$ cat config.mk
export PLATFORM = sky130hd
export DESIGN_NAME = pe_decoder_flat
export DESIGN_NICKNAME = d
export VERILOG_FILES = /design/src/common/pe_pkg.sv /design/src/common/stage_if.sv /design/src/decode/pe_decoder.sv /design/src/flat_wrapper.sv
export SDC_FILE = /design/constraint.sdc
export NUM_CORES = 1
export LEC_CHECK = 0
export BUFFER_PORTS_ARGS = -buffer_cell sky130_fd_sc_hd__buf_2
export CAP_MARGIN = 5
export CORE_ASPECT_RATIO = 1.25
export CORE_MARGIN = 4
export CORE_UTILIZATION = 45
export CTS_BUF_LIST = sky130_fd_sc_hd__clkbuf_8
export CTS_CLUSTER_DIAMETER = 120
export DETAILED_ROUTE_END_ITERATION = 12
export GPL_TIMING_DRIVEN = 0
export PLACE_DENSITY = 0.8
export SETUP_SLACK_MARGIN = 0.5
export SLEW_MARGIN = 20
export SYNTH_ARGS = -nofsm -noshare
export SYNTH_HDL_FRONTEND = slang
export SYNTH_SLANG_ARGS = --single-unit
$ cat constraint.sdc
create_clock -name clk -period 1.65 [get_ports clk]
set_input_delay 0.165 -clock clk [delete_from_list [all_inputs] [get_ports clk]]
set_output_delay 0.165 -clock clk [all_outputs]
set_load 0.005 [all_outputs]
$ cat src/common/pe_pkg.sv
package pe_pkg;

    // lane and vector geometry
    localparam int LANES  = 4;
    localparam int LANE_W = 32;

    typedef logic [LANE_W-1:0]       lane_t;
    typedef logic [LANES*LANE_W-1:0] vec_t;
    typedef logic [127:0]            instr_t;
    typedef logic [9:0]              pc_t;
    typedef logic [4:0]              reg_addr_t;

    // 0 selects the parameter bank and 1 the temporary bank
    typedef logic [0:0]              bank_t;
    typedef logic [LANES-1:0]        mask_t;

    // output lane i takes the source lane named by bits 2i+1..2i
    typedef logic [2*LANES-1:0]      swizzle_t;

    typedef enum logic [2:0] {
        OP_NOP  = 3'd0,
        OP_MOV  = 3'd1,
        OP_MAX  = 3'd2,
        OP_MIN  = 3'd3,
        OP_MOVI = 3'd4
    } op_e;

    // instruction word layout
    localparam int OPC_LO      = 0;
    localparam int DST_BANK    = 3;
    localparam int DST_ADDR_LO = 4;
    localparam int MASK_LO     = 9;
    localparam int SAT_BIT     = 13;
    localparam int OPND1_LO    = 16;
    localparam int OPND2_LO    = 32;
    localparam int OPND_W      = 16;
    localparam int IMM_LO      = 96;

    // layout inside one 16-bit operand field
    localparam int OPND_BANK    = 0;
    localparam int OPND_ADDR_LO = 1;
    localparam int OPND_NEG     = 6;
    localparam int OPND_ABS     = 7;
    localparam int OPND_SWZ_LO  = 8;

    // 1.0 in single precision is the upper saturation bound
    localparam lane_t ONE_F = 32'h3F80_0000;

endpackage

$ cat src/common/stage_if.sv
`timescale 1ns/10ps

interface stage_if;

    logic              valid;
    pe_pkg::op_e       op;
    logic              sat;
    pe_pkg::bank_t     dst_bank;
    pe_pkg::reg_addr_t dst_addr;
    pe_pkg::mask_t     mask;
    pe_pkg::bank_t     op1_bank;
    pe_pkg::reg_addr_t op1_addr;
    logic              op1_neg;
    logic              op1_abs;
    pe_pkg::swizzle_t  op1_swz;
    pe_pkg::bank_t     op2_bank;
    pe_pkg::reg_addr_t op2_addr;
    logic              op2_neg;
    logic              op2_abs;
    pe_pkg::swizzle_t  op2_swz;
    pe_pkg::lane_t     imm;

    modport dec (output valid, op, sat, dst_bank, dst_addr, mask, op1_bank, op1_addr,
                 op1_neg, op1_abs, op1_swz, op2_bank, op2_addr, op2_neg, op2_abs, op2_swz, imm);
    modport rf (input op1_bank, op1_addr, op2_bank, op2_addr);
    modport ex (input valid, op, sat, dst_bank, dst_addr, mask, op1_bank, op1_addr,
                op1_neg, op1_abs, op1_swz, op2_bank, op2_addr, op2_neg, op2_abs, op2_swz, imm);

endinterface

$ cat src/decode/pe_decoder.sv
`timescale 1ns/10ps

module pe_decoder (
    input  logic           clk,
    input  logic           rst_n_i,
    input  pe_pkg::instr_t instr_i,
    output pe_pkg::pc_t    instr_addr_o,
    stage_if.dec           stage
);

    pe_pkg::pc_t                 pc_q;
    pe_pkg::instr_t              instr_d_q;
    pe_pkg::op_e                 op_d;
    logic [pe_pkg::OPND_W-1:0]   opnd1_d;
    logic [pe_pkg::OPND_W-1:0]   opnd2_d;

    // no stalls exist, so the program counter moves every cycle
    always_ff @(posedge clk) begin
        if (!rst_n_i) begin
            pc_q <= '0;
        end else begin
            pc_q <= pc_q + 1'b1;
        end
    end

    assign instr_addr_o = pc_q;

    // a cleared fetch register holds opcode 0, which reads as a NOP
    always_ff @(posedge clk) begin
        if (!rst_n_i) begin
            instr_d_q <= '0;
        end else begin
            instr_d_q <= instr_i;
        end
    end

    always_comb begin
        case (instr_d_q[pe_pkg::OPC_LO +: $bits(pe_pkg::op_e)])
            pe_pkg::OP_MOV, pe_pkg::OP_MAX, pe_pkg::OP_MIN, pe_pkg::OP_MOVI: begin
                op_d = pe_pkg::op_e'(instr_d_q[pe_pkg::OPC_LO +: $bits(pe_pkg::op_e)]);
            end
            default: begin
                op_d = pe_pkg::OP_NOP;
            end
        endcase
    end

    assign opnd1_d = instr_d_q[pe_pkg::OPND1_LO +: pe_pkg::OPND_W];
    assign opnd2_d = instr_d_q[pe_pkg::OPND2_LO +: pe_pkg::OPND_W];

    always_ff @(posedge clk) begin
        if (!rst_n_i) begin
            stage.valid <= 1'b0;
            stage.op    <= pe_pkg::OP_NOP;
        end else begin
            stage.valid <= (op_d != pe_pkg::OP_NOP);
            stage.op    <= op_d;
        end
    end

    always_ff @(posedge clk) begin
        stage.sat      <= instr_d_q[pe_pkg::SAT_BIT];
        stage.dst_bank <= instr_d_q[pe_pkg::DST_BANK];
        stage.dst_addr <= instr_d_q[pe_pkg::DST_ADDR_LO +: $bits(pe_pkg::reg_addr_t)];
        stage.mask     <= instr_d_q[pe_pkg::MASK_LO +: pe_pkg::LANES];
        stage.op1_bank <= opnd1_d[pe_pkg::OPND_BANK];
        stage.op1_addr <= opnd1_d[pe_pkg::OPND_ADDR_LO +: $bits(pe_pkg::reg_addr_t)];
        stage.op1_neg  <= opnd1_d[pe_pkg::OPND_NEG];
        stage.op1_abs  <= opnd1_d[pe_pkg::OPND_ABS];
        stage.op1_swz  <= opnd1_d[pe_pkg::OPND_SWZ_LO +: $bits(pe_pkg::swizzle_t)];
        stage.op2_bank <= opnd2_d[pe_pkg::OPND_BANK];
        stage.op2_addr <= opnd2_d[pe_pkg::OPND_ADDR_LO +: $bits(pe_pkg::reg_addr_t)];
        stage.op2_neg  <= opnd2_d[pe_pkg::OPND_NEG];
        stage.op2_abs  <= opnd2_d[pe_pkg::OPND_ABS];
        stage.op2_swz  <= opnd2_d[pe_pkg::OPND_SWZ_LO +: $bits(pe_pkg::swizzle_t)];
        stage.imm      <= instr_d_q[pe_pkg::IMM_LO +: pe_pkg::LANE_W];
    end

endmodule

$ cat src/flat_wrapper.sv
// flat-port wrapper written by rule: the top's interface ports become plain ports
module pe_decoder_flat 
  (clk, rst_n_i, instr_i, instr_addr_o, stage_valid, stage_op, stage_sat, stage_dst_bank, stage_dst_addr, stage_mask, stage_op1_bank, stage_op1_addr, stage_op1_neg, stage_op1_abs, stage_op1_swz, stage_op2_bank, stage_op2_addr, stage_op2_neg, stage_op2_abs, stage_op2_swz, stage_imm);
  stage_if stage_i ();
  input  logic clk;
  input  logic rst_n_i;
  input  pe_pkg::instr_t instr_i;
  output pe_pkg::pc_t instr_addr_o;
  output wire logic [$bits(stage_i.valid)-1:0] stage_valid;
  output wire logic [$bits(stage_i.op)-1:0] stage_op;
  output wire logic [$bits(stage_i.sat)-1:0] stage_sat;
  output wire logic [$bits(stage_i.dst_bank)-1:0] stage_dst_bank;
  output wire logic [$bits(stage_i.dst_addr)-1:0] stage_dst_addr;
  output wire logic [$bits(stage_i.mask)-1:0] stage_mask;
  output wire logic [$bits(stage_i.op1_bank)-1:0] stage_op1_bank;
  output wire logic [$bits(stage_i.op1_addr)-1:0] stage_op1_addr;
  output wire logic [$bits(stage_i.op1_neg)-1:0] stage_op1_neg;
  output wire logic [$bits(stage_i.op1_abs)-1:0] stage_op1_abs;
  output wire logic [$bits(stage_i.op1_swz)-1:0] stage_op1_swz;
  output wire logic [$bits(stage_i.op2_bank)-1:0] stage_op2_bank;
  output wire logic [$bits(stage_i.op2_addr)-1:0] stage_op2_addr;
  output wire logic [$bits(stage_i.op2_neg)-1:0] stage_op2_neg;
  output wire logic [$bits(stage_i.op2_abs)-1:0] stage_op2_abs;
  output wire logic [$bits(stage_i.op2_swz)-1:0] stage_op2_swz;
  output wire logic [$bits(stage_i.imm)-1:0] stage_imm;
  assign stage_valid = stage_i.valid;
  assign stage_op = stage_i.op;
  assign stage_sat = stage_i.sat;
  assign stage_dst_bank = stage_i.dst_bank;
  assign stage_dst_addr = stage_i.dst_addr;
  assign stage_mask = stage_i.mask;
  assign stage_op1_bank = stage_i.op1_bank;
  assign stage_op1_addr = stage_i.op1_addr;
  assign stage_op1_neg = stage_i.op1_neg;
  assign stage_op1_abs = stage_i.op1_abs;
  assign stage_op1_swz = stage_i.op1_swz;
  assign stage_op2_bank = stage_i.op2_bank;
  assign stage_op2_addr = stage_i.op2_addr;
  assign stage_op2_neg = stage_i.op2_neg;
  assign stage_op2_abs = stage_i.op2_abs;
  assign stage_op2_swz = stage_i.op2_swz;
  assign stage_imm = stage_i.imm;
  pe_decoder u_core (.clk(clk), .rst_n_i(rst_n_i), .instr_i(instr_i), .instr_addr_o(instr_addr_o), .stage(stage_i));
endmodule
---- Word-level counts from Yosys, hierarchy flattened ----
Index checks and enable logic that the tools add are counted.
word-level totals
  output and inout bits ................... 89
  word-level logic and storage cells ...... 27
  flip-flop bits (word level) ............. 217
  memories kept ........................... 0
  memory bits (read-only) ................. 0
  RAM bits ................................ 0
  latch bits .............................. 0
cells by class
  $add $sub $neg .......................... 1
  multiply operators ...................... 0
  reductions and logical operators ........ 2
  shift operators ......................... 0
  mux-type cells .......................... 1
  divide/modulo/power cells ............... 0
  equality and inequality tests ........... 4
  $lt $le $gt $ge ......................... 0
  bitwise gates (word level) .............. 0
operators by type and width
  operator               count
  $add 10x1->10 const B  1
  $eq 3x2->1 const B     2
  $reduce_or 4->1        1
  $eq 3x1->1 const B     1
  $eq 3x3->1 const B     1
  $mux 3                 1
  $reduce_bool 3->1      1

---- Longest topological paths before layout ----
  depth after elaboration ................. 4
  gate-level depth with buffers ........... 4
  mapped depth without buffers ............ 4

---- Least setup slack after synthesis ----
No wires, ideal clock.
  path kind ............................... register -> register
  start point ............................. register u_core.pc_q[2] (netlist: u_core.instr_addr_o[2])
  end point ............................... register u_core.pc_q[7] (netlist: u_core.instr_addr_o[7])
  required time ........................... 1.580 ns
  clock period less this slack ............ 1.197 ns
  path buffers ............................ 0
  library setup time ...................... 0.070 ns
  slack ................................... 0.453 ns
  arrival time ............................ 1.127 ns
  cell stages (with the launch flop) ...... 4
  path through ............................ dfxtp_1 nand3_2 or4_1 a21oi_1
on the way
  cells in the longest elaborated chain, start to end .. 1
RTL lines
  what                    line              source
  from (decl)             pe_decoder.sv:11  pe_pkg::pc_t pc_q;
  from (signal assigned)  pe_decoder.sv:22  pc_q <= pc_q + 1'b1;
  $add 10x1->10           pe_decoder.sv:22
No other way between the ends.
A chain may end at the register's enable or synchronous reset.

---- Final worst setup path ----
  start point ............................. register u_core.pc_q[0] (netlist: u_core.instr_addr_o[0])
  end point ............................... register u_core.pc_q[8] (netlist: u_core.instr_addr_o[8])
Same word-level chain as after synthesis.

==> results.sh <==
export IMPL_synth_seq_cells=167
export IMPL_endpoint_kind="flip-flop"
export IMPL_timing_final_ws_setup_ns=0.478
export IMPL_hold_viol=0
export IMPL_timing_final_crit_share=0.710
export IMPL_cts_root_buf="clkbuf_8"
export IMPL_groute_usage_overall=0.205
export IMPL_synthCells=295
export IMPL_vdd_drop_max_v=0.000638
export IMPL_antenna_found_initial=0
export IMPL_grt_overflow_total=0
export IMPL_rsz0062_at_grt="true"
export IMPL_p_total_uw=8320
export IMPL_worstPathRequired_ns=1.97
export IMPL_fin_crit_ns=1.17
export IMPL_die_y_um=115
export IMPL_ios=219
export IMPL_crit_path_max_fanout=5
export IMPL_fin_setup_tns_ns=0
export IMPL_first_global_vias=3323
export IMPL_grt_start_max_net_pins=17
export IMPL_gp_congestion=0.762
export IMPL_viasPerCell=4.32
export IMPL_synth_largest_area_cell="dfxtp_1"
export IMPL_clock_latency_ns=0.45
export IMPL_yosysMostFrequentCell="dfxtp_1"
export IMPL_cellPowerDensity_nw_per_um2=1280
export IMPL_cts_clk_slew_worst_paths_ns=0.08
export IMPL_syn_avg_cell_area_um2=14.0
export IMPL_diodes=0
export IMPL_fillCellCount=545
export IMPL_postRouteAntennaNets=0
export IMPL_dp_cells=583
export IMPL_status="finished clean"
export IMPL_grt_pass1_wl_um=16200
export IMPL_ys_top_cells_by_area="dfxtp_1 81%, and2_1 12%, clkbuf_1 0.73%, o31ai_1 0.55%, nor2_1 0.46%"
export IMPL_yosys_top_cells_count="167 x dfxtp_1, 80 x and2_1, 8 x clkbuf_1"
export IMPL_drc=0
export IMPL_final_cells=697
export IMPL_ys_types=24
export IMPL_slew_headroom=0.741
export IMPL_fmax_mhz=853
export IMPL_area_growth_pct=58.0
export IMPL_dp_slack_ns=0.381
export IMPL_rows=38
export IMPL_die_w_um=93.6
export IMPL_crit_path_start_kind="flip-flop"
export IMPL_synth_area_um2=4120
export IMPL_min_path_type="in -> reg"
export IMPL_drive_gt1_frac=0.376
export IMPL_yosys_warnings=0
export IMPL_cts_buffer_depth=2
export IMPL_die_area_um2=10800
export IMPL_tightestPinTransition_ns=0.389
export IMPL_netlist_area_leader_share=0.812
export IMPL_critical_path_arrival_ns=1.49
export IMPL_vias=3013
export IMPL_clock_sinks=167
export IMPL_seq_area_frac_synth=0.812
export IMPL_wire_per_inst_um=15.4
export IMPL_nNetsFinal=696
export IMPL_start_util=0.468
export IMPL_p_leak_uw=0.00306
export IMPL_htreeDepth=4
export IMPL_critPathKind="reg -> reg"
export IMPL_port_buffers=168
export IMPL_setup_viol_count_final=0
export IMPL_drt_iter0_drc=74
export IMPL_cts_buffers=17
export IMPL_core_um2=8800
export IMPL_async_flop_share=0
export IMPL_finClkSkew_ns=0.0137
export IMPL_cts_tree="done"
export IMPL_dpl_hpwl_um=5880
export IMPL_postSynthNetCount=426
export IMPL_slew_violations=0
export IMPL_cap_viol_max_count=0
export IMPL_drt_wl_total_um=10800
export IMPL_synth_edf_count=0
export IMPL_dr_pass1_iters=4
export IMPL_synth_flop_cell="dfxtp_1"
[power breakdown]
| group | total, uW | internal, uW | switching, uW |
|---|---|---|---|
| Sequential | 4290 | 4230 | 63.3 |
| Clock | 3510 | 2090 | 1410 |
| Combinational | 515 | 323 | 192 |
| Total | 8320 | 6650 | 1670 |
[routing by layer]
metal | part of all wire | routed length (um) | GRT usage | vias to the layer above
met2 | 0.56 | 6020 | 0.396 | 125
met1 | 0.34 | 3690 | 0.186 | 1395
met3 | 0.058 | 629 | 0.0641 | 35
li1 | - | - | - | 1458
met4 | 0.040 | 431 | 0.110 | 0
met5 | 0 | 0 | 0 | -
[stage by stage]
| stage | cell area [um^2] | util | hold slack [ns] |
|---|---|---|---|
| 2_1_floorplan | 4120 | - | 0.287 |
| 3_3_place_gp | 5110 | 0.581 | 0.310 |
| 3_5_place_dp | 5110 | 0.581 | 0.312 |
| 4_1_cts | 6440 | 0.733 | 0.0539 |
| 5_1_grt | 6510 | 0.740 | 0.0883 |
| 6_report | 6510 | 0.740 | 0.0666 |
[cell type report]
cell class                 count  area [um^2]  area share
timing repair buffer         251         1670       0.257
inverter                       3         11.3     0.00173
multi-input combinational    116          779       0.120
tap                          120          150      0.0231
clock inverter                14          255      0.0392
sequential                   167         3370       0.518
clock buffer                  17          234      0.0359
buffer                         9         35.0     0.00538
[cells by family (layout without fill, tap and decap cells)]
logic type | Yosys count | in the layout | synth area share
buf+inv | 12 | 294 | 0.0112
compound gates | 8 | 8 | 0.0128
mux | 1 | 1 | 0.00243
xor+xnor | 4 | 4 | 0.00851
fa+ha+maj | 1 | 1 | 0.00304
simple gates | 102 | 102 | 0.150
flops | 167 | 167 | 0.812
[state kept, by name, summed over array words and instances (netlist names)]
signal	count
u_core.stage.op2_addr	5
u_core.stage.op2_neg	1
u_core.stage.dst_addr	5
u_core.stage.op1_bank	1
u_core.instr_addr_o	10
u_core.stage.mask	4
u_core.stage.op	3
u_core.stage.op2_bank	1
u_core.instr_d_q	78
u_core.stage.op1_neg	1
u_core.stage.imm	32
u_core.stage.dst_bank	1
u_core.stage.op1_swz	8
u_core.stage.op2_swz	8
u_core.stage.op2_abs	1
u_core.stage.valid	1
u_core.stage.op1_abs	1
u_core.stage.sat	1
u_core.stage.op1_addr	5
[path summary, 6_finish.rpt]
check,from,end,slack [ns],cells after the start
setup / recovery,u_core.instr_addr_o[0],u_core.instr_addr_o[8],0.48,4
hold / removal,rst_n_i,u_core.instr_addr_o[9],0.07,3
setup reg to reg,u_core.instr_addr_o[0],u_core.instr_addr_o[8],0.48,4
hold reg to reg,u_core.instr_d_q[30],u_core.stage.op1_swz[6],0.32,0
[cells in the final DEF, fill, tap and decap left out, drive strengths merged]
| master | count |
|---|---|
| mux2i | 1 |
| nand4 | 1 |
| buf | 174 |
| and3 | 2 |
| xnor2 | 2 |
| dfxtp | 167 |
| o211ai | 2 |
| nor3b | 1 |
| dlygate4sd3 | 78 |
| clkinvlp | 1 |
| or3 | 1 |
| nand2 | 4 |
| nor2 | 5 |
| o31ai | 3 |
| inv | 8 |
| nor4 | 1 |
| a21oi | 2 |
| clkbuf | 25 |
| o21ai | 1 |
| and2 | 80 |
| nand2b | 2 |
| bufinv | 7 |
| ha | 1 |
| or4 | 1 |
| nand3 | 4 |
| xor2 | 2 |
| clkinv | 1 |
[critical path, stage by stage, from the launching register on]
cell      delay [ns]
dfxtp_4         0.38
ha_4            0.14
nand4_1         0.18
o211ai_1        0.25
o31ai_1         0.09
[repair_timing]
action	4_1_cts	5_1_grt
resized for setup	14	9
setup buffers	2	3
pin swaps	3	5
hold endpoints to repair	78	0
hold buffers	78	0
setup endpoints to repair	11	13
(Power assumes the default switching activity.)
