### src/common/pe_pkg.sv
package pe_pkg;

    // lane and vector geometry
    localparam int LANES  = 4;
    localparam int LANE_W = 32;

    typedef logic [LANE_W-1:0]       lane_t;
    typedef logic [LANES*LANE_W-1:0] vec_t;
    typedef logic [127:0]            instr_t;
    typedef logic [9:0]              pc_t;
    typedef logic [4:0]              reg_addr_t;

    // 0 selects the parameter bank and 1 the temporary bank
    typedef logic [0:0]              bank_t;
    typedef logic [LANES-1:0]        mask_t;

    // output lane i takes the source lane named by bits 2i+1..2i
    typedef logic [2*LANES-1:0]      swizzle_t;

    typedef enum logic [2:0] {
        OP_NOP  = 3'd0,
        OP_MOV  = 3'd1,
        OP_MAX  = 3'd2,
        OP_MIN  = 3'd3,
        OP_MOVI = 3'd4
    } op_e;

    // instruction word layout
    localparam int OPC_LO      = 0;
    localparam int DST_BANK    = 3;
    localparam int DST_ADDR_LO = 4;
    localparam int MASK_LO     = 9;
    localparam int SAT_BIT     = 13;
    localparam int OPND1_LO    = 16;
    localparam int OPND2_LO    = 32;
    localparam int OPND_W      = 16;
    localparam int IMM_LO      = 96;

    // layout inside one 16-bit operand field
    localparam int OPND_BANK    = 0;
    localparam int OPND_ADDR_LO = 1;
    localparam int OPND_NEG     = 6;
    localparam int OPND_ABS     = 7;
    localparam int OPND_SWZ_LO  = 8;

    // 1.0 in single precision is the upper saturation bound
    localparam lane_t ONE_F = 32'h3F80_0000;

endpackage

### src/common/stage_if.sv
`timescale 1ns/10ps

interface stage_if;

    logic              valid;
    pe_pkg::op_e       op;
    logic              sat;
    pe_pkg::bank_t     dst_bank;
    pe_pkg::reg_addr_t dst_addr;
    pe_pkg::mask_t     mask;
    pe_pkg::bank_t     op1_bank;
    pe_pkg::reg_addr_t op1_addr;
    logic              op1_neg;
    logic              op1_abs;
    pe_pkg::swizzle_t  op1_swz;
    pe_pkg::bank_t     op2_bank;
    pe_pkg::reg_addr_t op2_addr;
    logic              op2_neg;
    logic              op2_abs;
    pe_pkg::swizzle_t  op2_swz;
    pe_pkg::lane_t     imm;

    modport dec (output valid, op, sat, dst_bank, dst_addr, mask, op1_bank, op1_addr,
                 op1_neg, op1_abs, op1_swz, op2_bank, op2_addr, op2_neg, op2_abs, op2_swz, imm);
    modport rf (input op1_bank, op1_addr, op2_bank, op2_addr);
    modport ex (input valid, op, sat, dst_bank, dst_addr, mask, op1_bank, op1_addr,
                op1_neg, op1_abs, op1_swz, op2_bank, op2_addr, op2_neg, op2_abs, op2_swz, imm);

endinterface

### src/common/wb_if.sv
`timescale 1ns/10ps

interface wb_if;

    logic              valid;
    pe_pkg::bank_t     bank;
    pe_pkg::reg_addr_t addr;
    pe_pkg::mask_t     mask;
    pe_pkg::vec_t      data;

    // execute drives the bus from its writeback register
    modport src (output valid, bank, addr, mask, data);

    // register file write port
    modport rf (input valid, bank, addr, mask, data);

    // forwarding into the operand units
    modport fwd (input valid, bank, addr, mask, data);

endinterface

### src/execute/pe_execute.sv
`timescale 1ns/10ps

module pe_execute (
    input  logic         clk,
    input  logic         rst_n_i,
    stage_if.ex          stage,
    input  pe_pkg::vec_t rd1_data_i,
    input  pe_pkg::vec_t rd2_data_i,
    wb_if.src            wb
);

    logic              ex_valid_q;
    pe_pkg::op_e       ex_op_q;
    logic              ex_sat_q;
    pe_pkg::bank_t     ex_dst_bank_q;
    pe_pkg::reg_addr_t ex_dst_addr_q;
    pe_pkg::mask_t     ex_mask_q;
    pe_pkg::bank_t     ex_op1_bank_q;
    pe_pkg::bank_t     ex_op2_bank_q;
    pe_pkg::reg_addr_t ex_op1_addr_q;
    pe_pkg::reg_addr_t ex_op2_addr_q;
    logic              ex_op1_neg_q;
    logic              ex_op2_neg_q;
    logic              ex_op1_abs_q;
    logic              ex_op2_abs_q;
    pe_pkg::swizzle_t  ex_op1_swz_q;
    pe_pkg::swizzle_t  ex_op2_swz_q;
    pe_pkg::lane_t     ex_imm_q;
    pe_pkg::vec_t      ex_rd1_q;
    pe_pkg::vec_t      ex_rd2_q;
    pe_pkg::vec_t      opnd1;
    pe_pkg::vec_t      opnd2;
    pe_pkg::vec_t      result;

    // sign-magnitude order, so -0 sorts below +0
    function automatic logic lane_less(input pe_pkg::lane_t a, input pe_pkg::lane_t b);
        logic less;
        if (a[pe_pkg::LANE_W-1] != b[pe_pkg::LANE_W-1]) begin
            less = a[pe_pkg::LANE_W-1];
        end else if (a[pe_pkg::LANE_W-1]) begin
            less = a[pe_pkg::LANE_W-2:0] > b[pe_pkg::LANE_W-2:0];
        end else begin
            less = a[pe_pkg::LANE_W-2:0] < b[pe_pkg::LANE_W-2:0];
        end
        return less;
    endfunction

    always_ff @(posedge clk) begin
        if (!rst_n_i) begin
            ex_valid_q <= 1'b0;
        end else begin
            ex_valid_q <= stage.valid;
        end
    end

    always_ff @(posedge clk) begin
        ex_op_q       <= stage.op;
        ex_sat_q      <= stage.sat;
        ex_dst_bank_q <= stage.dst_bank;
        ex_dst_addr_q <= stage.dst_addr;
        ex_mask_q     <= stage.mask;
        ex_op1_bank_q <= stage.op1_bank;
        ex_op2_bank_q <= stage.op2_bank;
        ex_op1_addr_q <= stage.op1_addr;
        ex_op2_addr_q <= stage.op2_addr;
        ex_op1_neg_q  <= stage.op1_neg;
        ex_op2_neg_q  <= stage.op2_neg;
        ex_op1_abs_q  <= stage.op1_abs;
        ex_op2_abs_q  <= stage.op2_abs;
        ex_op1_swz_q  <= stage.op1_swz;
        ex_op2_swz_q  <= stage.op2_swz;
        ex_imm_q      <= stage.imm;
        ex_rd1_q      <= rd1_data_i;
        ex_rd2_q      <= rd2_data_i;
    end

    // the operand units watch the writeback register through their own view of the bus
    wb_if wb_fwd ();

    assign wb_fwd.valid = wb.valid;
    assign wb_fwd.bank  = wb.bank;
    assign wb_fwd.addr  = wb.addr;
    assign wb_fwd.mask  = wb.mask;
    assign wb_fwd.data  = wb.data;

    pe_operand_unit i_opnd1 (
        .rd_data_i (ex_rd1_q),
        .bank_i    (ex_op1_bank_q),
        .addr_i    (ex_op1_addr_q),
        .negate_i  (ex_op1_neg_q),
        .abs_i     (ex_op1_abs_q),
        .swizzle_i (ex_op1_swz_q),
        .wb        (wb_fwd.fwd),
        .opnd_o    (opnd1)
    );

    pe_operand_unit i_opnd2 (
        .rd_data_i (ex_rd2_q),
        .bank_i    (ex_op2_bank_q),
        .addr_i    (ex_op2_addr_q),
        .negate_i  (ex_op2_neg_q),
        .abs_i     (ex_op2_abs_q),
        .swizzle_i (ex_op2_swz_q),
        .wb        (wb_fwd.fwd),
        .opnd_o    (opnd2)
    );

    always_comb begin
        pe_pkg::lane_t a;
        pe_pkg::lane_t b;
        pe_pkg::lane_t r;
        for (int l = 0; l < pe_pkg::LANES; l++) begin
            a = opnd1[l*pe_pkg::LANE_W +: pe_pkg::LANE_W];
            b = opnd2[l*pe_pkg::LANE_W +: pe_pkg::LANE_W];
            case (ex_op_q)
                pe_pkg::OP_MAX:  r = lane_less(a, b) ? b : a;
                pe_pkg::OP_MIN:  r = lane_less(a, b) ? a : b;
                pe_pkg::OP_MOVI: r = ex_imm_q;
                default:         r = a;
            endcase
            // saturation clamps to [0.0, 1.0] and sends negatives including -0 to zero
            if (ex_sat_q) begin
                if (r[pe_pkg::LANE_W-1]) begin
                    r = '0;
                end else if (r > pe_pkg::ONE_F) begin
                    r = pe_pkg::ONE_F;
                end
            end
            result[l*pe_pkg::LANE_W +: pe_pkg::LANE_W] = r;
        end
    end

    always_ff @(posedge clk) begin
        if (!rst_n_i) begin
            wb.valid <= 1'b0;
        end else begin
            wb.valid <= ex_valid_q;
        end
    end

    always_ff @(posedge clk) begin
        wb.bank <= ex_dst_bank_q;
        wb.addr <= ex_dst_addr_q;
        wb.mask <= ex_mask_q;
        wb.data <= result;
    end

endmodule

### src/execute/pe_operand_unit.sv
`timescale 1ns/10ps

module pe_operand_unit (
    input  pe_pkg::vec_t      rd_data_i,
    input  pe_pkg::bank_t     bank_i,
    input  pe_pkg::reg_addr_t addr_i,
    input  logic              negate_i,
    input  logic              abs_i,
    input  pe_pkg::swizzle_t  swizzle_i,
    wb_if.fwd                 wb,
    output pe_pkg::vec_t      opnd_o
);

    logic         hit;
    pe_pkg::vec_t fwd_data;

    // the instruction just ahead is still in writeback and has not reached the banks
    assign hit = wb.valid && (wb.bank == bank_i) && (wb.addr == addr_i);

    always_comb begin
        for (int l = 0; l < pe_pkg::LANES; l++) begin
            if (hit && wb.mask[l]) begin
                fwd_data[l*pe_pkg::LANE_W +: pe_pkg::LANE_W] =
                    wb.data[l*pe_pkg::LANE_W +: pe_pkg::LANE_W];
            end else begin
                fwd_data[l*pe_pkg::LANE_W +: pe_pkg::LANE_W] =
                    rd_data_i[l*pe_pkg::LANE_W +: pe_pkg::LANE_W];
            end
        end
    end

    // swizzle first, then abs clears the sign and negate flips it
    always_comb begin
        pe_pkg::lane_t lane;
        for (int l = 0; l < pe_pkg::LANES; l++) begin
            lane = fwd_data[pe_pkg::LANE_W*swizzle_i[2*l +: 2] +: pe_pkg::LANE_W];
            if (abs_i) begin
                lane[pe_pkg::LANE_W-1] = 1'b0;
            end
            if (negate_i) begin
                lane[pe_pkg::LANE_W-1] = ~lane[pe_pkg::LANE_W-1];
            end
            opnd_o[l*pe_pkg::LANE_W +: pe_pkg::LANE_W] = lane;
        end
    end

endmodule

### src/flat_wrapper.sv
// flat-port wrapper written by rule: the top's interface ports become plain ports
module pe_execute_flat 
  (clk, rst_n_i, rd1_data_i, rd2_data_i, stage_valid, stage_op, stage_sat, stage_dst_bank, stage_dst_addr, stage_mask, stage_op1_bank, stage_op1_addr, stage_op1_neg, stage_op1_abs, stage_op1_swz, stage_op2_bank, stage_op2_addr, stage_op2_neg, stage_op2_abs, stage_op2_swz, stage_imm, wb_valid, wb_bank, wb_addr, wb_mask, wb_data);
  stage_if stage_i ();
  wb_if wb_i ();
  input  logic clk;
  input  logic rst_n_i;
  input  pe_pkg::vec_t rd1_data_i;
  input  pe_pkg::vec_t rd2_data_i;
  input wire logic [$bits(stage_i.valid)-1:0] stage_valid;
  input wire logic [$bits(stage_i.op)-1:0] stage_op;
  input wire logic [$bits(stage_i.sat)-1:0] stage_sat;
  input wire logic [$bits(stage_i.dst_bank)-1:0] stage_dst_bank;
  input wire logic [$bits(stage_i.dst_addr)-1:0] stage_dst_addr;
  input wire logic [$bits(stage_i.mask)-1:0] stage_mask;
  input wire logic [$bits(stage_i.op1_bank)-1:0] stage_op1_bank;
  input wire logic [$bits(stage_i.op1_addr)-1:0] stage_op1_addr;
  input wire logic [$bits(stage_i.op1_neg)-1:0] stage_op1_neg;
  input wire logic [$bits(stage_i.op1_abs)-1:0] stage_op1_abs;
  input wire logic [$bits(stage_i.op1_swz)-1:0] stage_op1_swz;
  input wire logic [$bits(stage_i.op2_bank)-1:0] stage_op2_bank;
  input wire logic [$bits(stage_i.op2_addr)-1:0] stage_op2_addr;
  input wire logic [$bits(stage_i.op2_neg)-1:0] stage_op2_neg;
  input wire logic [$bits(stage_i.op2_abs)-1:0] stage_op2_abs;
  input wire logic [$bits(stage_i.op2_swz)-1:0] stage_op2_swz;
  input wire logic [$bits(stage_i.imm)-1:0] stage_imm;
  output wire logic [$bits(wb_i.valid)-1:0] wb_valid;
  output wire logic [$bits(wb_i.bank)-1:0] wb_bank;
  output wire logic [$bits(wb_i.addr)-1:0] wb_addr;
  output wire logic [$bits(wb_i.mask)-1:0] wb_mask;
  output wire logic [$bits(wb_i.data)-1:0] wb_data;
  assign stage_i.valid = stage_valid;
  assign stage_i.op = stage_op;
  assign stage_i.sat = stage_sat;
  assign stage_i.dst_bank = stage_dst_bank;
  assign stage_i.dst_addr = stage_dst_addr;
  assign stage_i.mask = stage_mask;
  assign stage_i.op1_bank = stage_op1_bank;
  assign stage_i.op1_addr = stage_op1_addr;
  assign stage_i.op1_neg = stage_op1_neg;
  assign stage_i.op1_abs = stage_op1_abs;
  assign stage_i.op1_swz = stage_op1_swz;
  assign stage_i.op2_bank = stage_op2_bank;
  assign stage_i.op2_addr = stage_op2_addr;
  assign stage_i.op2_neg = stage_op2_neg;
  assign stage_i.op2_abs = stage_op2_abs;
  assign stage_i.op2_swz = stage_op2_swz;
  assign stage_i.imm = stage_imm;
  assign wb_valid = wb_i.valid;
  assign wb_bank = wb_i.bank;
  assign wb_addr = wb_i.addr;
  assign wb_mask = wb_i.mask;
  assign wb_data = wb_i.data;
  pe_execute u_core (.clk(clk), .rst_n_i(rst_n_i), .stage(stage_i), .rd1_data_i(rd1_data_i), .rd2_data_i(rd2_data_i), .wb(wb_i));
endmodule
### config.mk
export PLATFORM = sky130hd
export DESIGN_NAME = pe_execute_flat
export DESIGN_NICKNAME = d
export VERILOG_FILES = /design/src/common/pe_pkg.sv /design/src/common/stage_if.sv /design/src/common/wb_if.sv /design/src/execute/pe_execute.sv /design/src/execute/pe_operand_unit.sv /design/src/flat_wrapper.sv
export SDC_FILE = /design/constraint.sdc
export NUM_CORES = 1
export LEC_CHECK = 0
export CAP_MARGIN = 0
export CORE_ASPECT_RATIO = 2
export CORE_MARGIN = 10
export CORE_UTILIZATION = 55
export CTS_BUF_LIST = sky130_fd_sc_hd__clkbuf_2 sky130_fd_sc_hd__clkbuf_4 sky130_fd_sc_hd__clkbuf_8
export CTS_CLUSTER_DIAMETER = 30
export DETAILED_ROUTE_END_ITERATION = 12
export DONT_BUFFER_PORTS = 1
export PLACE_DENSITY = 0.7
export SETUP_SLACK_MARGIN = 0.5
export SLEW_MARGIN = 30
export SYNTH_ARGS = -nofsm -noshare
export SYNTH_HDL_FRONTEND = slang
export SYNTH_SLANG_ARGS = --single-unit
### constraint.sdc
create_clock -name clk -period 17.2 [get_ports clk]
set_input_delay 0 -clock clk [delete_from_list [all_inputs] [get_ports clk]]
set_output_delay 0 -clock clk [all_outputs]
set_load 0.05 [all_outputs]
==> impl_metrics.yaml, run 1 <==
run_status:
  status: "aborted with a tool error"
  lastStage: "5_1_grt"
  stop_error: "[ERROR GRT-0116] Global routing finished with congestion. Check the congestion regions in the DRC Viewer."
grt:
  grtUsageTotal_pct: 69.4
  grt_overflow: 6
  grt_pass1_vias: 38700
  grt_max_degree: 46
  grt_pass1_wl_um: 312000
die:
  rows: 118
  pin_count: 476
  die_y_um: 344
  initial_core_util_pct: 55.7
  fp.dieW_um: 182
placed_design:
  numPortBuffers: 0
  dpl_worst_slack_ns: 6.98
  dpl.hpwl_um: 129000
  gp_congestion: 1.22
  dp.cells: 3474
synth:
  async_flop_share_pct: 0
  yosys_warnings: 0
  yosysUniqueCellTypes: 109
  synth_cells: 2911
  synth_edf_count: 0
  syn_area_um2: 28900
  yosysSeqAreaShare_pct: 32.8
  synth_top_cell_area_share_pct: 32.8
  synth_nets: 3356
  synth_top_area_cell: "dfxtp_1"
  ys.flop_type: "dfxtp_1"
  ys_ff_latch: 474
  synth_area_per_cell_um2: 9.94
  yosys-top-cells-area: "dfxtp_1 (33%), mux4_2 (18%), mux2i_1 (7.8%)"
clocking:
  cts_num_sinks: 474
  postCtsSetupBuffers: 0
  cts_made_buffers: 77
  cts_resized: 0
  clock_path_buffers: 3
  root_buffer: "clkbuf_8"
  cts_max_level: 3
[routing by layer]
| layer | GRT overflow | GRT usage, % |
|---|---|---|
| met4 | 3 | 72.9 |
| met2 | 3 | 89.9 |
| met1 | 0 | 65.5 |
| met5 | 0 | 14.9 |
| met3 | 0 | 52.6 |
[metrics by stage]
stage | hold WS (ns) | instance area (um2)
2_1_floorplan | 0.0277 | 28900
3_3_place_gp | 0.0278 | 29700
3_5_place_dp | 0.0278 | 29800
4_1_cts | 0.0519 | 38200
[logic make-up after synthesis]
kind of cell	count (synthesis)	synth area share, %
multiplexers	499	27.3
XOR/XNOR	51	1.62
flip-flops	474	32.8
AND/OR/NAND/NOR	918	16.0
buffers and inverters	272	3.87
adder cells (fa/ha/maj)	116	4.95
AO/OA/AOI/OAI	581	13.5
[cells in the mapped netlist (8+ instances only)]
| master | instances |
|---|---|
| and4_1 | 9 |
| or3_1 | 11 |
| and3b_1 | 9 |
| nor3_1 | 39 |
| a21oi_1 | 136 |
| clkbuf_1 | 113 |
| o211ai_1 | 20 |
| ha_1 | 108 |
| or2_2 | 10 |
| nor2_1 | 176 |
| and2_1 | 50 |
| nand2_1 | 310 |
| o22ai_1 | 11 |
| o2111ai_1 | 11 |
| mux2_2 | 43 |
| buf_1 | 25 |
| mux4_2 | 227 |
| a21boi_0 | 8 |
| a31oi_1 | 37 |
| dfxtp_1 | 474 |
| and3_1 | 36 |
| inv_1 | 93 |
| mux2i_1 | 227 |
| a21o_1 | 44 |
| nor2_2 | 11 |
| nand4_1 | 60 |
| a211oi_1 | 33 |
| o31ai_1 | 15 |
| nand3_1 | 91 |
| buf_6 | 8 |
| nor4_1 | 18 |
| xor2_1 | 18 |
| o21ai_0 | 138 |
| nand2b_1 | 18 |
| buf_2 | 23 |
| xnor2_1 | 30 |
| a221oi_1 | 19 |
| nor2b_1 | 16 |
[timing repair]
action,CTS
hold buffers,671
endpoints found under the setup margin,0
endpoints found under the hold margin,336
==> run 2: changes to the inputs <==
CORE_ASPECT_RATIO = default   (was 2)
CORE_UTILIZATION = 40   (was 55)
CTS_BUF_LIST = default   (was sky130_fd_sc_hd__clkbuf_2 sky130_fd_sc_hd__clkbuf_4 sky130_fd_sc_hd__clkbuf_8)
CTS_CLUSTER_DIAMETER = default   (was 30)
PLACE_DENSITY = default   (was 0.7)
PLACE_DENSITY_LB_ADDON = 0.15   (was default)
SETUP_SLACK_MARGIN = default   (was 0.5)
==> run 2 against run 1 <==
  * The run now ends clean
  * Synthesized cell count did not move
  * Area after synthesis unchanged
==> impl_metrics.yaml, run 2 <==
clocking:
  cts_resized: 0
  cts_num_sinks: 474
  path_clk_slew_ns: 0.07
  worst_skew_pair.late_latency_ns: 0.65
  cts_max_level: 2
  clock_path_buffers: 3
  cts_made_buffers: 52
  tritoncts: "done"
  root_buffer: "clkbuf_16"
power:
  sw_frac_of_total_pct: 41.8
  switching_power_w: 0.00165
  intPower_w: 0.00229
  p_leak_nw: 16.1
  p_comb_share_pct: 30.4
  power_density_nw_per_um2: 102
  power.share.clock_pct: 30.2
  pwr-share-seq_pct: 39.4
  ir_worst_vdd_mv: 0.0977
critical_path:
  arrival_ns: 11.80
  required_ns: 17.71
  cp-start-kind: "flip-flop"
  crit_buf_inv: 2
  criticalPathCategory: "flip-flop to flip-flop"
  worstSetupEndpointType: "flip-flop"
  slowest_delay_ns: 1.19
  path_cells: "xnor2_1 > and3_1 > nand3_2 > buf_4 > nand2_1 > nand2_1 > mux4_2 > ha_1 > nand4_1 > or2_2 > nor3_1 > nand4_1 > or4_1 > o21ai_1 > o21a_2 > mux2i_1 > nand2_1 > o21ai_0 > nand4_1 > nor2_1 > a31oi_4 > buf_4 > nor2b_1"
  cp_slowest_cell: "o21ai_0"
  cp_top_family: "simple AND/OR/NAND/NOR gates"
  crit_fanout: 23
job:
  maxCapViolations: 0
grt:
  grt_overflow: 0
  grt_pass1_wl_um: 247000
  grtUsageTotal_pct: 41.9
  grt_max_degree: 44
  antenna_found_initial: 10
  grt_pass1_vias: 30900
sta:
  setup_viol: 0
  relSlewSlack_pct: 23.3
  layout_setup_ws_ns: 5.92
  hold_viol_final: 0
  maxSlewViolCount: 0
  post-route-period-util_pct: 65.6
  period_minus_slack_ns: 11.28
  max_freq_ghz: 0.0886
  worst_pin_slew_ns: 1.15
  setup_tns_ns: 0
  skew_ns: 0.0357
  rsz0062_at_grt: "false"
synth:
  synth_common_cells: "dfxtp_1 (474), nand2_1 (310), mux2i_1 (227), mux4_2 (227), nor2_1 (176)"
  yosys-top-cells-area: "dfxtp_1 (33%), mux4_2 (18%), mux2i_1 (7.8%)"
  synth_top_cell_area_share_pct: 32.8
  synthAdderAreaFrac_pct: 4.95
  yosysMostFrequentCell: "dfxtp_1"
  muxShareOfSynthArea_pct: 27.3
  yosysSeqAreaShare_pct: 32.8
  synth-xor-area-share_pct: 1.62
  synth_top_area_cell: "dfxtp_1"
  synth-compound-area-share_pct: 13.5
  synthSimpleGateAreaFrac_pct: 16.0
  synth_nets: 3356
  ys_ff_latch: 474
  async_flop_share_pct: 0
  yosys_warnings: 0
  yosysUniqueCellTypes: 109
  synth_cells: 2911
  ys.flop_type: "dfxtp_1"
  synth_area_per_cell_um2: 9.94
  syn_area_um2: 28900
  synth_top_family_by_area: "multiplexers"
  synth_edf_count: 0
die:
  pin_count: 476
  initial_core_util_pct: 40.4
  die_y_um: 289
  coreArea_um2: 71600
  fp.dieW_um: 289
  rows: 98
  die_area_um2: 83500
placed_design:
  numPortBuffers: 0
  dp.cells: 3775
  dpl_cell_area_um2: 30200
  dpl.hpwl_um: 131000
  dpl_worst_slack_ns: 6.73
  gp_congestion: 1.12
hold_path:
  hp-class: "primary input to flip-flop"
detailed_routing:
  wire_per_inst_um: 39.8
  viasPerCell: 6.83
  ant_nets: 0
  drc_errors: 0
  drtIter0Drc: 4425
  firstDrtPassIters: 7
  wl_um: 181000
  route.vias.total: 31100
finish:
  final_cell_mix: "dlygate4sd3_1 (669), dfxtp_1 (463), nand2_1 (306), mux4_2 (227), mux2i_1 (226)"
  instances_no_fill: 4550
  final_common_cell: "dlygate4sd3_1"
  finish.instance_area_um2: 38700
  utilization_pct: 54.0
  largestRegisters: "u_core.ex_rd1_q (128), u_core.ex_rd2_q (128), u_core.wb.data (128)"
  nets: 3993
  areaGrowthSynthToFinish_pct: 33.6
  layout-drive-gt1-share_pct: 15.5
run_status:
  status: "finished clean"
[run 2: timing repair]
action,in CTS,in global routing
hold buffers,669,0
setup buffers,0,0
endpoints found under the hold margin,336,0
[run 2: routing by layer]
layer / track usage (%) / up-vias / wire (um)
met4: 24.0 / 6 / 12400
li1: - / 12300 / -
met5: 0 / - / 33
met2: 64.7 / 2781 / 79700
met1: 50.2 / 15200 / 65000
met3: 14.9 / 749 / 24000
[run 2: worst paths after layout]
kind	slack (ns)	to	from	cells past startpoint
worst max-delay path	5.92	u_core.wb.data[115]	u_core.wb.addr[1]	23
worst min-delay path	0.05	u_core.ex_imm_q[7]	stage_imm[7]	1
worst max register to register	5.92	u_core.wb.data[115]	u_core.wb.addr[1]	23
worst min register to register	0.33	u_core.wb.mask[3]	u_core.ex_mask_q[3]	0
[run 2: through the flow]
step           total power (W)  hold WS (ns)
2_1_floorplan          0.00208        0.0277
3_3_place_gp           0.00256        0.0278
3_5_place_dp           0.00256        0.0278
4_1_cts                0.00383        0.0108
5_1_grt                0.00399        0.0224
6_report               0.00393        0.0456
[run 2: power groups by stage]
stage                     sequential (W)  clock [W]  combinational (W)
after floorplan                  0.00148          0           0.000591
after global placement           0.00156          0            0.00100
after detailed placement         0.00156          0            0.00100
after CTS                        0.00154    0.00117            0.00113
after global routing             0.00155    0.00122            0.00122
final                            0.00155    0.00119            0.00120
[run 2: layout make-up]
type,instances,area [um2]
fillers,6069,32900
multi-input cells,2165,18500
flip-flops and latches,474,9510
repair buffers,755,7340
clock buffers,69,1490
well taps,950,1190
inverters,100,378
clock inverters,26,273
diodes,11,27.5
[run 2: logic make-up (layout without fill, tap and decap cells)]
logic type / Yosys count / count (layout)
and+or+nand+nor: 918 / 918
AOI/OAI and AO/OA: 581 / 581
muxes: 499 / 499
DFF: 474 / 474
buffers and inverters: 272 / 950
adders and majority gates: 116 / 116
xor gates and xnor gates: 51 / 51
other: 0 / 11
[run 2: worst reg2reg max path, delay by kind of cell (launching register included)]
| kind | cells | cell delay [ns] |
|---|---|---|
| compound gates | 4 | 2.30 |
| xor+xnor | 1 | 0.25 |
| fa+ha+maj | 1 | 0.36 |
| buf+inv | 2 | 0.86 |
| flops | 1 | 0.83 |
| mux | 2 | 1.02 |
| simple gates | 13 | 5.54 |
Note: power is estimated with default switching activity, not from simulation.
